$ cat src/spi_config.svh
`ifndef SPI_CONFIG_SVH
`define SPI_CONFIG_SVH

// width of one transferred word, also the width of RXDATA and TXBUF
`define SPI_DATA_WIDTH 8

// divider register and bit-rate counter width
`define SPI_DIV_WIDTH 8

// bit counter, must reach SPI_DATA_WIDTH-1
`define SPI_BC_WIDTH 3

// half-bit length minus one after reset
`define SPI_DIV_RESET 1

`endif
$ cat src/spi_pkg.sv
package spi_pkg;

   // sequencer phases of the shift engine
   typedef enum logic [1:0]
   {
      SPI_IDLE  = 2'd0,  // no transfer, sclk parked at cpol
      SPI_LEAD  = 2'd1,  // first half of a bit
      SPI_TRAIL = 2'd2   // second half, miso sampled on its last clock
   } spi_state_e;

   // register port addresses
   typedef enum logic [2:0]
   {
      SPI_ADR_RXDATA = 3'd0,
      SPI_ADR_TXBUF  = 3'd1,
      SPI_ADR_IRQ    = 3'd2,
      SPI_ADR_CTRL   = 3'd3,
      SPI_ADR_DIV    = 3'd4
   } spi_addr_e;

endpackage

$ cat src/spi_host.sv
`include "spi_config.svh"

module spi_host
(
   input  logic        clk_i,
   input  logic        rst_i,
   input  logic        stb_i,
   input  logic        we_i,
   input  logic [2:0]  adr_i,
   input  logic [31:0] dat_i,
   output logic [31:0] dat_o,
   output logic        int_o,
   output logic        sclk_o,
   output logic        mosi_o,
   input  logic        miso_i
);

   logic [`SPI_DATA_WIDTH-1:0] tx_byte;
   logic [`SPI_DATA_WIDTH-1:0] rx_byte;
   logic [`SPI_DATA_WIDTH-1:0] shift_byte;
   logic [`SPI_DIV_WIDTH-1:0]  div;
   logic                       buf_full;
   logic                       cpol;
   logic                       cpha;
   logic                       load;
   logic                       idle;

   spi_regs i_spi_regs
   (
      .clk_i        (clk_i),
      .rst_i        (rst_i),
      .stb_i        (stb_i),
      .we_i         (we_i),
      .adr_i        (adr_i),
      .dat_i        (dat_i),
      .load_i       (load),
      .rx_byte_i    (rx_byte),
      .idle_i       (idle),
      .shift_byte_i (shift_byte),
      .dat_o        (dat_o),
      .int_o        (int_o),
      .tx_byte_o    (tx_byte),
      .buf_full_o   (buf_full),
      .cpol_o       (cpol),
      .cpha_o       (cpha),
      .div_o        (div)
   );

   spi_shift_engine i_spi_shift_engine
   (
      .clk_i        (clk_i),
      .rst_i        (rst_i),
      .tx_byte_i    (tx_byte),
      .buf_full_i   (buf_full),
      .cpol_i       (cpol),
      .cpha_i       (cpha),
      .div_i        (div),
      .miso_i       (miso_i),
      .load_o       (load),
      .rx_byte_o    (rx_byte),
      .idle_o       (idle),
      .shift_byte_o (shift_byte),
      .sclk_o       (sclk_o),
      .mosi_o       (mosi_o)
   );

endmodule

$ cat src/spi_shift_engine.sv
`include "spi_config.svh"

module spi_shift_engine
(
   input  logic                        clk_i,
   input  logic                        rst_i,
   input  logic [`SPI_DATA_WIDTH-1:0]  tx_byte_i,
   input  logic                        buf_full_i,
   input  logic                        cpol_i,
   input  logic                        cpha_i,
   input  logic [`SPI_DIV_WIDTH-1:0]   div_i,
   input  logic                        miso_i,
   output logic                        load_o,
   output logic [`SPI_DATA_WIDTH-1:0]  rx_byte_o,
   output logic                        idle_o,
   output logic [`SPI_DATA_WIDTH-1:0]  shift_byte_o,
   output logic                        sclk_o,
   output logic                        mosi_o
);

   localparam logic [`SPI_BC_WIDTH-1:0] LAST_BIT = `SPI_BC_WIDTH'(`SPI_DATA_WIDTH - 1);

   spi_pkg::spi_state_e state_q;
   spi_pkg::spi_state_e state_d;

   logic [`SPI_DIV_WIDTH-1:0]  rate_q;
   logic [`SPI_DIV_WIDTH-1:0]  rate_d;
   logic [`SPI_BC_WIDTH-1:0]   bit_q;
   logic [`SPI_BC_WIDTH-1:0]   bit_d;
   logic [`SPI_DATA_WIDTH-1:0] shift_q;
   logic [`SPI_DATA_WIDTH-1:0] shift_d;
   logic [`SPI_DATA_WIDTH-1:0] shift_in;
   logic                       sclk_q;
   logic                       sclk_d;
   logic                       phase_done;
   logic                       load;

   assign shift_in   = {shift_q[`SPI_DATA_WIDTH-2:0], miso_i};  // left shift with miso in the LSB
   assign phase_done = (rate_q == '0);

   always_comb
   begin
      state_d = state_q;
      rate_d  = rate_q;
      bit_d   = bit_q;
      shift_d = shift_q;
      load    = 1'b0;
      case (state_q)
         spi_pkg::SPI_IDLE:
         begin
            if (buf_full_i)
            begin
               load    = 1'b1;
               shift_d = tx_byte_i;
               bit_d   = LAST_BIT;
               rate_d  = div_i;
               state_d = spi_pkg::SPI_LEAD;
            end
         end
         spi_pkg::SPI_LEAD:
         begin
            if (phase_done)
            begin
               rate_d  = div_i;  // divider is taken fresh at every phase start
               state_d = spi_pkg::SPI_TRAIL;
            end
            else
               rate_d = rate_q - 1'b1;
         end
         spi_pkg::SPI_TRAIL:
         begin
            if (!phase_done)
               rate_d = rate_q - 1'b1;
            else
            begin
               shift_d = shift_in;
               bit_d   = bit_q - 1'b1;
               rate_d  = div_i;
               if (bit_q != '0)
                  state_d = spi_pkg::SPI_LEAD;
               else if (buf_full_i)
               begin
                  // next byte follows without an idle gap
                  load    = 1'b1;
                  shift_d = tx_byte_i;
                  bit_d   = LAST_BIT;
                  state_d = spi_pkg::SPI_LEAD;
               end
               else
                  state_d = spi_pkg::SPI_IDLE;
            end
         end
         default:
         begin
            state_d = spi_pkg::SPI_IDLE;
         end
      endcase
   end

   // the edge into the trail level is the sampling edge in every mode
   always_comb
   begin
      case (state_d)
         spi_pkg::SPI_LEAD:  sclk_d = cpol_i ^ cpha_i;
         spi_pkg::SPI_TRAIL: sclk_d = ~(cpol_i ^ cpha_i);
         default:            sclk_d = cpol_i;
      endcase
   end

   always_ff @(posedge clk_i or posedge rst_i)
   begin
      if (rst_i)
      begin
         state_q <= spi_pkg::SPI_IDLE;
         rate_q  <= '0;
         bit_q   <= '0;
         shift_q <= '0;
         sclk_q  <= 1'b0;
      end
      else
      begin
         state_q <= state_d;
         rate_q  <= rate_d;
         bit_q   <= bit_d;
         shift_q <= shift_d;
         sclk_q  <= sclk_d;
      end
   end

   // at a back-to-back load the buffer gets the byte with its final bit shifted in
   assign rx_byte_o = (state_q == spi_pkg::SPI_IDLE) ? shift_q : shift_in;

   assign load_o       = load;
   assign idle_o       = (state_q == spi_pkg::SPI_IDLE);
   assign shift_byte_o = shift_q;
   assign sclk_o       = sclk_q;
   assign mosi_o       = shift_q[`SPI_DATA_WIDTH-1];  // MSB first

endmodule

$ cat src/spi_regs.sv
`include "spi_config.svh"

module spi_regs
(
   input  logic                        clk_i,
   input  logic                        rst_i,
   input  logic                        stb_i,
   input  logic                        we_i,
   input  logic [2:0]                  adr_i,
   input  logic [31:0]                 dat_i,
   input  logic                        load_i,
   input  logic [`SPI_DATA_WIDTH-1:0]  rx_byte_i,
   input  logic                        idle_i,
   input  logic [`SPI_DATA_WIDTH-1:0]  shift_byte_i,
   output logic [31:0]                 dat_o,
   output logic                        int_o,
   output logic [`SPI_DATA_WIDTH-1:0]  tx_byte_o,
   output logic                        buf_full_o,
   output logic                        cpol_o,
   output logic                        cpha_o,
   output logic [`SPI_DIV_WIDTH-1:0]   div_o
);

   spi_pkg::spi_addr_e adr;

   logic wr;
   logic wr_txbuf;
   logic wr_irq;
   logic wr_ctrl;
   logic wr_div;

   logic [`SPI_DATA_WIDTH-1:0] txbuf_q;
   logic                       buf_full_q;
   logic                       cpol_q;
   logic                       cpha_q;
   logic [`SPI_DIV_WIDTH-1:0]  div_q;
   logic                       ready_en_q;
   logic                       empty_en_q;

   logic buf_ready;

   assign adr = spi_pkg::spi_addr_e'(adr_i);

   assign wr       = stb_i & we_i;
   assign wr_txbuf = wr & (adr == spi_pkg::SPI_ADR_TXBUF);
   assign wr_irq   = wr & (adr == spi_pkg::SPI_ADR_IRQ);
   assign wr_ctrl  = wr & (adr == spi_pkg::SPI_ADR_CTRL);  // only its own address
   assign wr_div   = wr & (adr == spi_pkg::SPI_ADR_DIV);

   // the buffer swaps with the engine on load, so after a reload it holds the received byte
   always_ff @(posedge clk_i or posedge rst_i)
   begin
      if (rst_i)
      begin
         txbuf_q    <= '0;
         buf_full_q <= 1'b0;
      end
      else if (wr_txbuf)
      begin
         txbuf_q    <= dat_i[`SPI_DATA_WIDTH-1:0];  // a repeated write replaces the pending byte
         buf_full_q <= 1'b1;
      end
      else if (load_i)
      begin
         txbuf_q    <= rx_byte_i;
         buf_full_q <= 1'b0;
      end
   end

   always_ff @(posedge clk_i or posedge rst_i)
   begin
      if (rst_i)
      begin
         cpol_q     <= 1'b0;
         cpha_q     <= 1'b0;
         div_q      <= `SPI_DIV_WIDTH'(`SPI_DIV_RESET);
         ready_en_q <= 1'b0;
         empty_en_q <= 1'b0;
      end
      else
      begin
         if (wr_ctrl)
         begin
            cpol_q <= dat_i[1];
            cpha_q <= dat_i[0];
         end
         if (wr_div)
            div_q <= dat_i[`SPI_DIV_WIDTH-1:0];
         if (wr_irq)
         begin
            ready_en_q <= dat_i[1];
            empty_en_q <= dat_i[0];
         end
      end
   end

   assign buf_ready = ~buf_full_q;

   // read data follows adr_i without a clock
   always_comb
   begin
      dat_o = '0;
      case (adr)
         spi_pkg::SPI_ADR_RXDATA: dat_o[`SPI_DATA_WIDTH-1:0] = shift_byte_i;
         spi_pkg::SPI_ADR_TXBUF:  dat_o[`SPI_DATA_WIDTH-1:0] = txbuf_q;
         spi_pkg::SPI_ADR_IRQ:    dat_o[1:0] = {buf_ready, idle_i};
         spi_pkg::SPI_ADR_CTRL:   dat_o[1:0] = {cpol_q, cpha_q};
         spi_pkg::SPI_ADR_DIV:    dat_o[`SPI_DIV_WIDTH-1:0] = div_q;
         default:                 dat_o = '0;  // unmapped addresses read as zero
      endcase
   end

   assign int_o = (buf_ready & ready_en_q) | (idle_i & empty_en_q);  // level interrupt

   assign tx_byte_o  = txbuf_q;
   assign buf_full_o = buf_full_q;
   assign cpol_o     = cpol_q;
   assign cpha_o     = cpha_q;
   assign div_o      = div_q;

endmodule

$ cat config.mk
export PLATFORM = sky130hd
export DESIGN_NAME = spi_host
export DESIGN_NICKNAME = d
export VERILOG_FILES = /design/src/spi_pkg.sv /design/src/spi_host.sv /design/src/spi_shift_engine.sv /design/src/spi_regs.sv
export VERILOG_INCLUDE_DIRS = /design/src
export SDC_FILE = /design/constraint.sdc
export NUM_CORES = 1
export LEC_CHECK = 0
export BUFFER_PORTS_ARGS = -buffer_cell sky130_fd_sc_hd__buf_2
export CELL_PAD_IN_SITES_DETAIL_PLACEMENT = 1
export CELL_PAD_IN_SITES_GLOBAL_PLACEMENT = 2
export CORE_UTILIZATION = 25
export CTS_CLUSTER_DIAMETER = 150
export DETAILED_ROUTE_END_ITERATION = 10
export PLACE_DENSITY = 0.63
export SLEW_MARGIN = 20
export SYNTH_ARGS = -nofsm -noshare
export SYNTH_HDL_FRONTEND = slang
export SYNTH_SLANG_ARGS = --single-unit
$ cat constraint.sdc
create_clock -name clk_i -period 3.2 [get_ports clk_i]
set_clock_uncertainty 0.15 [all_clocks]
set_input_delay 0.48 -clock clk_i [delete_from_list [all_inputs] [get_ports clk_i]]
set_output_delay 0.48 -clock clk_i [all_outputs]
set_load 0.05 [all_outputs]
=== After elaboration in Yosys (flattened, before gate mapping) ===
Index checks and enable logic that the tools add are counted.

* Add/subtract/negate cells: 2
* Eq/ne operators: 10
* Mux-type cells: 31
* Bitwise logic cells: 11
* Reduce and logical (&&, ||, !) cells: 10

{| class="wikitable"
|+ Operators with widths
! kind !! count
|-
| 8-bit 2-to-1 mux || 9
|-
| 8-bit one-hot mux with 2 select lines || 2
|-
| 6-bit one-hot mux with 3 select lines || 1
|-
| 3-bit 2-to-1 mux || 4
|-
| 2-bit one-hot mux with 5 select lines || 1
|-
| 8-bit logical NOT || 1
|-
| 2-bit 2-to-1 mux || 4
|-
| 8-bit by 1-bit subtractor with 8-bit output (second input constant) || 1
|-
| 1-bit bitwise AND || 7
|-
| 3-bit by 2-bit equality test with 1-bit output (second input constant) || 2
|-
| 1-bit 2-to-1 mux || 6
|-
| 2-bit one-hot mux with 3 select lines || 1
|-
| 3-bit one-hot mux with 2 select lines || 1
|-
| 2-bit nonzero test || 3
|-
| 2-bit by 1-bit equality test with 1-bit output (second input constant) || 2
|-
| 2-bit equality test (second input constant) || 2
|-
| 1-bit one-hot mux with 2 select lines || 2
|-
| 3-bit by 1-bit equality test with 1-bit output (second input constant) || 1
|-
| 3-bit equality test (second input constant) || 1
|-
| 3-bit logical NOT || 1
|-
| 3-bit AND reduction || 1
|-
| 3-bit nonzero test || 1
|-
| 3-bit by 1-bit subtractor with 3-bit output (second input constant) || 1
|-
| 2-bit logical NOT || 1
|-
| other kinds (7) || 8
|}

* Register bits after elaboration: 43
* Logic and storage cells: 76

=== Depth between registers and ports, before layout ===
Gate-level depths: netlist of the first run.

* Depth after elaboration: 6
* Mapped depth: 11

=== Modules after synthesis ===
A second synthesis of the first run with hierarchy kept.

* Cell total of the unflattened synthesis: 294
* Area total of the unflattened synthesis: 2965.3 µm²

{| class="wikitable"
|+ By module, submodules not included
! module !! times used !! cells an instance !! area an instance (µm²) !! seq. area each (µm²)
|-
| spi_shift_engine || 1 || 167 || 1550.2 || 550.5
|-
| spi_regs || 1 || 127 || 1415.1 || 526.8
|}

=== Worst setup path before layout of the first run ===
No wires, ideal clock.

* Path type: input-to-output
* Start: input port adr_i[0]
* End: output port dat_o[0]
* Data arrival time: 2249 ps
* Data required time: 2570 ps
* Setup slack: 321 ps
* Stages on the path: 3
* Buffers on the path: 2
* Cell sequence: clkbuf_1 > clkbuf_1 > o32ai_1

* Cells in the longest elaborated chain, start to end: 2
* Elaborated cells between the ends (all ways): 6

{| class="wikitable"
|+ RTL lines
! element !! line !! source
|-
| start: declaration || spi_host.sv:9 || <nowiki>input logic [2:0] adr_i,</nowiki>
|-
| 3-bit equality test (tied with other cells) || spi_regs.sv:103 || <nowiki>case (adr)</nowiki>
|-
| 2-bit one-hot mux with 5 select lines (*) || spi_regs.sv:103 ||
|-
| end: declaration || spi_host.sv:11 || <nowiki>output logic [31:0] dat_o,</nowiki>
|}

Every way passes the cells marked *; elsewhere a longest branch is shown, timed or not.

=== Worst setup path in the final report of the first run ===
* Start: register i_spi_shift_engine.rate_q[0]
* End: register i_spi_shift_engine.sclk_q, in the netlist i_spi_shift_engine.sclk_o

* Cells in the longest elaborated chain, start to end: 5
* Elaborated cells between the ends (all ways): 7

{| class="wikitable"
|+ RTL lines
! element !! line !! source
|-
| start: declaration || spi_shift_engine.sv:26 || <nowiki>logic [`SPI_DIV_WIDTH-1:0] rate_q;</nowiki>
|-
| start signal: assignment || spi_shift_engine.sv:123 || <nowiki>rate_q <= rate_d;</nowiki>
|-
| 8-bit logical NOT (*) || spi_shift_engine.sv:39 || <nowiki>assign phase_done = (rate_q == '0);</nowiki>
|-
| 2-bit 2-to-1 mux (on tied branches) || spi_shift_engine.sv:72, spi_shift_engine.sv:62 ||
|-
| 2-bit one-hot mux with 3 select lines (*) || spi_shift_engine.sv:48 || <nowiki>case (state_q)</nowiki>
|-
| 2-bit equality test / 2-bit by 1-bit equality test with 1-bit output (equally long branches) || spi_shift_engine.sv:103 || <nowiki>case (state_d)</nowiki>
|-
| 1-bit one-hot mux with 2 select lines (*) || spi_shift_engine.sv:103 ||
|-
| named net i_spi_shift_engine.sclk_d || spi_shift_engine.sv:34 || <nowiki>logic sclk_d;</nowiki>
|-
| end signal: assignment || spi_shift_engine.sv:126 || <nowiki>sclk_q <= sclk_d;</nowiki>
|-
| end: declaration || spi_shift_engine.sv:33 || <nowiki>logic sclk_q;</nowiki>
|}

The timed path passes the listed nets; every way through them passes the cells marked *.
A chain may end at the register's enable or synchronous reset.

==> metrics.md, run 1 <==
| Metric | Value |
|---|---|
| Number of enable flip-flop cells after synthesis | `0` |
| Layout Nets | `356` |
| CTS buffer count | `5` |
| Sequential area share after synthesis | `37.1%` |
| HPWL Detailed | `5060 um` |
| 1st-iter DRT viols | `53` |
| RSZ-0062 raised after global routing | `no` |
| Gr ovfl total | `0` |
| Vias in the first global route | `2144` |
| Antenna-violating nets left | `0` |
| H-Tree Depth | `2` |
| Worst path required time | `3.21 ns` |
| Vias/cell | `4.72` |
| Maxcap violations | `0` |
| Clk sinks | `43` |
| R2r setup slk | `0.45 ns` |
| Die H | `110 um` |
| Worst-path clk slew | `0.06 ns` |
| Part of the cycle the worst path needs | `86.0%` |
| PwrDens | `842 mW/mm2` |
| GP Congestion | `0.746` |
| Worst IR Drop VDD | `0.298 mV` |
| Core Region | `0.0111 mm2` |
| Synthesized area | `0.00290 mm2` |
| GRT Total Usage | `12.7%` |
| Worst Setup Start Kind | `flop` |
| P&R area growth vs syn | `11.4%` |
| Hold Crit Class | `input port to asynchronous set/reset pin` |
| Root Driver | `clkbuf_16` |
| Max frequency | `0.363 GHz` |
| CTS tree | `yes` |
| Initial antenna violation count | `0` |
| IO Port Bufs | `26` |
| Yosys cell types | `50` |
| Worst-case clock buffer depth | `2` |
| Drt total wl | `6890 um` |
| Cts repair resizes | `0` |
| Final hold violations | `0` |
| DR WL/cell | `15.4 um` |
| # Post-CTS Setup Buffers | `0` |
| Layout cells sized above 1 | `32.5%` |
| Cell count after synthesis | `284` |
| Critical Setup Path Class | `flop to flop` |
| Initial Util | `26.2%` |
| Yosys reg bits | `43` |
| Ant diodes | `0` |
| Die W | `110 um` |
| Hold buffers post-CTS | `0` |
| Yosys warnings | `0` |
| Number of remaining DRC errors | `0` |
| Tightest Pin Transition | `0.667 ns` |
| Clock latency on the worst-skew pair | `0.28 ns` |
| Nature of the critical path endpoint | `flop` |
| IO Pins | `75` |
| Die ar. | `0.0120 mm2` |
| Vias post-DR | `2115` |
| Fill cells | `1257` |
| WP data arrival | `2.76 ns` |
| Endpoints failing setup | `0` |
| Largest net degree at the start of global routing | `44` |
| Slew Viols, Final | `0` |
| Status | `finished clean` |
| First-pass GRT wire length | `11700 um` |
| Max Fanout on Critical Path | `6` |
| FFs w/ async S/R, synth | `100%` |
| Dominant synthesized flop cell | `dfrtp_1` |
| Leakage | `1.48 nW` |
| Slew HR | `55.0%` |
| Site Rows | `38` |
| First-pass DRT Iterations | `4` |
| Post-route setup TNS | `0 ns` |
| Tmin final | `2.75 ns` |
| Avg Cell Area, Syn | `10.2 um2` |
| Post-route core utilization | `29.2%` |
where the power goes:
group	switching, mW	total [mW]	internal [mW]	leakage (nW)
clock network	0.207	0.496	0.289	0.0679
registers	0.205	0.930	0.725	0.536
logic	0.742	1.30	0.556	0.873
registers in the layout, indices dropped and copies added (netlist names):
name and cells:
i_spi_regs.div_o 8, i_spi_regs.buf_full_o 1, i_spi_shift_engine.shift_byte_o 8, i_spi_shift_engine.state_q 2, i_spi_shift_engine.sclk_o 1, i_spi_regs.cpha_o 1
i_spi_regs.cpol_o 1, i_spi_shift_engine.bit_q 3, i_spi_regs.empty_en_q 1, i_spi_shift_engine.rate_q 8, i_spi_regs.ready_en_q 1, i_spi_regs.tx_byte_o 8
worst max-delay path: stages (launching register included):
cell and delay (ns):
dfrtp_1 0.40, inv_1 0.06, ha_1 0.23, nand2b_1 0.27, nor4_4 0.08, buf_4 0.18
or3_1 0.37, a31o_1 0.20, ha_1 0.32, nor2_1 0.10, a21oi_1 0.07, o22ai_1 0.14
a21oi_1 0.06
cell families after synthesis:
logic type	share of synthesized area, %
muxes	24.1
and+or+nand+nor	12.2
buffers and inverters	10.1
AOI/OAI and AO/OA	12.5
adders and majority gates	3.88
other	0.129
DFF	37.1
cell type report:
type	count	area (um2)	share of cell area, %
multi-input combinational	212	1620	50.2
sequential	43	1080	33.3
tap	140	175	5.42
timing repair buffer	31	168	5.18
clock buffer	7	133	4.10
inverter	14	52.6	1.62
clock inverter	1	5.00	0.155
layout by cell type (no fill, tap or decap), types with 7 or more instances in the layout:
cell and n:
a21oi_1 13, nand2_1 14, ha_1 9, mux2_2 52
conb_1 24, inv_1 13, nor2_1 25, mux2i_1 9
nand3_1 7, o21ai_0 9, dfrtp_1 42, buf_2 26
through the flow:
step	hold slack (ns)	power, mW	area (um2)	cells	worst slack, ns
3_3_place_gp	0.343	2.23	3100	440	0.462
5_1_grt	0.253	2.96	3230	448	0.285
2_1_floorplan	0.303	1.98	2990	307	0.321
6_report	0.174	2.72	3230	448	0.446
3_5_place_dp	0.350	2.26	3100	440	0.432
4_1_cts	0.225	2.77	3230	448	0.431
per-layer routing:
metal  wire length, um  vias up  track usage (%)
met5                 0        -                0
met2              3420       34             21.5
met1              3250     1062             16.7
met4                85        0             3.43
li1                  -     1013                -
met3               145        6             1.90
final timing paths:
kind,startpoint,cells past startpoint,endpoint
min in group clk_i,dat_i[3],2,i_spi_regs.div_o[3]
hold / removal,rst_i,3,i_spi_regs.cpol_o
max in group asynchronous,rst_i,3,i_spi_regs.buf_full_o
setup / recovery,i_spi_shift_engine.rate_q[0],12,i_spi_shift_engine.sclk_o
hold reg to reg,i_spi_regs.empty_en_q,1,i_spi_regs.empty_en_q
setup reg to reg,i_spi_shift_engine.rate_q[0],12,i_spi_shift_engine.sclk_o
cells in the mapped netlist, types with 2 or more instances:
library cell  instances  area share, %
inv_1                14            1.8
nand4_1               2           0.43
nand3_1               7            1.2
o311ai_0              2           0.60
o22ai_1               2           0.43
o22a_1                4            1.2
nor2b_1               2           0.43
buf_4                24            6.2
ha_1                  9            3.9
mux2_2               52             20
o21ai_0               9            1.6
nor2_1               25            3.2
or3_1                 3           0.65
o32ai_1               2           0.60
a21oi_1              13            2.2
nor3_1                5           0.86
dfrtp_1              42             36
nand2b_1              4           0.86
clkbuf_1             11            1.4
nand2_1              14            1.8
mux2i_1               9            3.1
No activity file was read; power rests on OpenSTA's default activity.
==> run 2, diff against run 1 <==
--- a/config.mk
+++ b/config.mk
@@ -12,7 +12,7 @@
 export CORE_UTILIZATION = 25
 export CTS_CLUSTER_DIAMETER = 150
 export DETAILED_ROUTE_END_ITERATION = 10
-export PLACE_DENSITY = 0.63
+export PLACE_DENSITY_LB_ADDON = 0.1
 export SLEW_MARGIN = 20
 export SYNTH_ARGS = -nofsm -noshare
 export SYNTH_HDL_FRONTEND = slang
==> run 2 against run 1 <==
  * Flip-flop and latch count is the same
  * Routed wire length up 3.7%
  * Die area did not move
  * Power up 1.4%
  * Fmax fell by 0.33%
  * Sequential share of layout area barely moved
  * Final area grew 0.12%
  * Largest cell class unchanged
  * Setup slack got worse by 0.0091 ns
  * Clock power is 6.7% higher
  * Global-route usage rose by 0.58 points
  * Hold slack got worse by 0.016 ns
==> metrics.md, run 2 (synthesized netlist as in run 1, its figures left out) <==
| Metric | Value |
|---|---|
| Tightest Pin Transition | `0.798 ns` |
| Site Rows | `38` |
| Status | `finished clean` |
| IO Pins | `75` |
| Clk sinks | `43` |
| WP data arrival | `2.77 ns` |
| Worst IR Drop VDD | `0.254 mV` |
| Die ar. | `0.0120 mm2` |
| H-Tree Depth | `2` |
| CP Depth | `10` |
| Worst Setup SP | `i_spi_shift_engine.rate_q[3]` |
| Largest net degree at the start of global routing | `44` |
| Tmin final | `2.76 ns` |
| Initial antenna violation count | `0` |
| Slowest CP cell | `or3_1` |
| Leakage | `1.48 nW` |
| Part of the cycle the worst path needs | `86.3%` |
| Critical Setup Path Class | `flop to flop` |
| Die H | `110 um` |
| DP Area | `0.00309 mm2` |
| WP buf/inv | `1` |
| Max frequency | `0.362 GHz` |
| GP Congestion | `0.685` |
| Top delay family on crit path | `simple AND/OR/NAND/NOR gates` |
| Root Driver | `clkbuf_16` |
| 1st-iter DRT viols | `102` |
| Gr ovfl total | `0` |
| Worst Slack Setup Final | `0.437 ns` |
| Layout Nets | `355` |
| Cts repair resizes | `0` |
| PwrDens | `853 mW/mm2` |
| Slew Viols, Final | `0` |
| Worst path required time | `3.21 ns` |
| Die W | `110 um` |
| CTS buffer count | `5` |
| Switching power | `1.17 mW` |
| DR WL/cell | `16.0 um` |
| Sequential Power Share | `33.7%` |
| GRT Total Usage | `13.3%` |
| Nature of the critical path endpoint | `flop` |
| Hold Crit Class | `input port to asynchronous set/reset pin` |
| Hold buffers post-CTS | `0` |
| Worst r2r path cells | `10` |
| First-pass DRT Iterations | `4` |
| Core Region | `0.0111 mm2` |
| Cell Chain, Critical Path | `or3_1, nor4_4, buf_4, nand2b_1, a2111oi_2, ha_1, nor2_1, a21oi_1, o22ai_1, a21oi_1` |
| Vias in the first global route | `2126` |
| Vias/cell | `4.64` |
| Clock latency on the worst-skew pair | `0.29 ns` |
| Worst-path clk slew | `0.07 ns` |
| IO Port Bufs | `26` |
| Worst Setup Start Kind | `flop` |
| Commonest non-fill, non-tap cells in the layout | `mux2_2, dfrtp_1, buf_2, nor2_1, conb_1` |
| Hold_ws | `0.158 ns` |
| CTS tree | `yes` |
| Final instance area | `0.00324 mm2` |
| Maxcap violations | `0` |
| Drt total wl | `7150 um` |
| Max incr delay on CP | `0.52 ns` |
| # Post-CTS Setup Buffers | `0` |
| Fill cells | `1273` |
| P&R area growth vs syn | `11.6%` |
| Vias post-DR | `2076` |
| Worst-case clock buffer depth | `2` |
| Switching part of the total power | `42.4%` |
| Post-place setup slack | `0.398 ns` |
| Layout cells sized above 1 | `32.9%` |
| Reg-to-Reg Start | `i_spi_shift_engine.rate_q[3]` |
| Commonest non-fill, non-tap cell in the layout | `mux2_2` |
| Worst path most repeated cell | `a21oi_1` |
| Number of remaining DRC errors | `0` |
| Post-route setup TNS | `0 ns` |
| RSZ-0062 raised after global routing | `no` |
| Max Fanout on Critical Path | `6` |
| Endpoints failing setup | `0` |
| Final hold violations | `0` |
| First-pass GRT wire length | `12000 um` |
| Ant diodes | `0` |
| Slew HR | `46.7%` |
| Clock network power share | `19.1%` |
| HPWL Detailed | `5180 um` |
| Combinational fraction of design power | `47.1%` |
| Antenna-violating nets left | `0` |
| Int Power | `1.59 mW` |
| Initial Util | `26.2%` |
[run 2: cell types whose count changed in the layout (fill, tap and decap cells not counted)]
cell	change
clkinv_1	-1
clkinv_2	+1
clkbuf_1	-1
clkbuf_8	+1
buf_4	-1
[run 2: path summary, 6_finish.rpt]
| kind | endpoint | slack, ns |
|---|---|---|
| worst min register to register | i_spi_regs.empty_en_q | 0.37 |
| worst min-delay path | i_spi_shift_engine.bit_q[1] | 0.16 |
| worst max register to register | i_spi_shift_engine.sclk_o | 0.44 |
| worst max-delay path | i_spi_shift_engine.sclk_o | 0.44 |
| min in group clk_i | i_spi_regs.div_o[2] | 0.31 |
| max in group asynchronous | i_spi_shift_engine.rate_q[1] | 2.25 |
[run 2: per-layer routing]
layer  global-route usage [%]  part of all wire [%]  wire length (um)  vias up
li1                         -                     -                 -     1012
met1                     18.6                    51              3620     1023
met2                     20.9                    46              3290       36
met3                     2.37                   2.1               151        5
met4                     3.43                   1.1                78        0
met5                        0                     0                 0        -
[run 2: area by class of cell]
cell class | instances | area (um2) | share of cell area, %
well taps | 140 | 175 | 5.41
clock inverters | 1 | 5.00 | 0.155
clock buffers | 7 | 143 | 4.40
multi-input cells | 212 | 1620 | 50.2
inverters | 14 | 53.8 | 1.66
flip-flops and latches | 43 | 1080 | 33.3
repair buffers | 30 | 160 | 4.95
[run 2: power groups by stage]
stage          registers, mW  logic [mW]  clock network [mW]
6_report               0.931        1.30               0.529
5_1_grt                0.968        1.46               0.574
4_1_cts                0.933        1.33               0.551
3_5_place_dp           0.941        1.32                   0
3_3_place_gp           0.945        1.32                   0
2_1_floorplan          0.873        1.10                   0
[run 2: through the flow]
stage          cells  power (mW)  utilization [%]
6_report         447        2.76             29.2
4_1_cts          447        2.82             29.2
3_5_place_dp     439        2.26             27.9
5_1_grt          447        3.00             29.2
2_1_floorplan    307        1.98                -
3_3_place_gp     439        2.26             27.9
[run 2: worst register-to-register path, cell delays in order (launching register included)]
cell and delay (ns):
dfrtp_1 0.44, or3_1 0.52, nor4_4 0.35, buf_4 0.24, nand2b_1 0.16, a2111oi_2 0.09
ha_1 0.32, nor2_1 0.10, a21oi_1 0.07, o22ai_1 0.13, a21oi_1 0.06
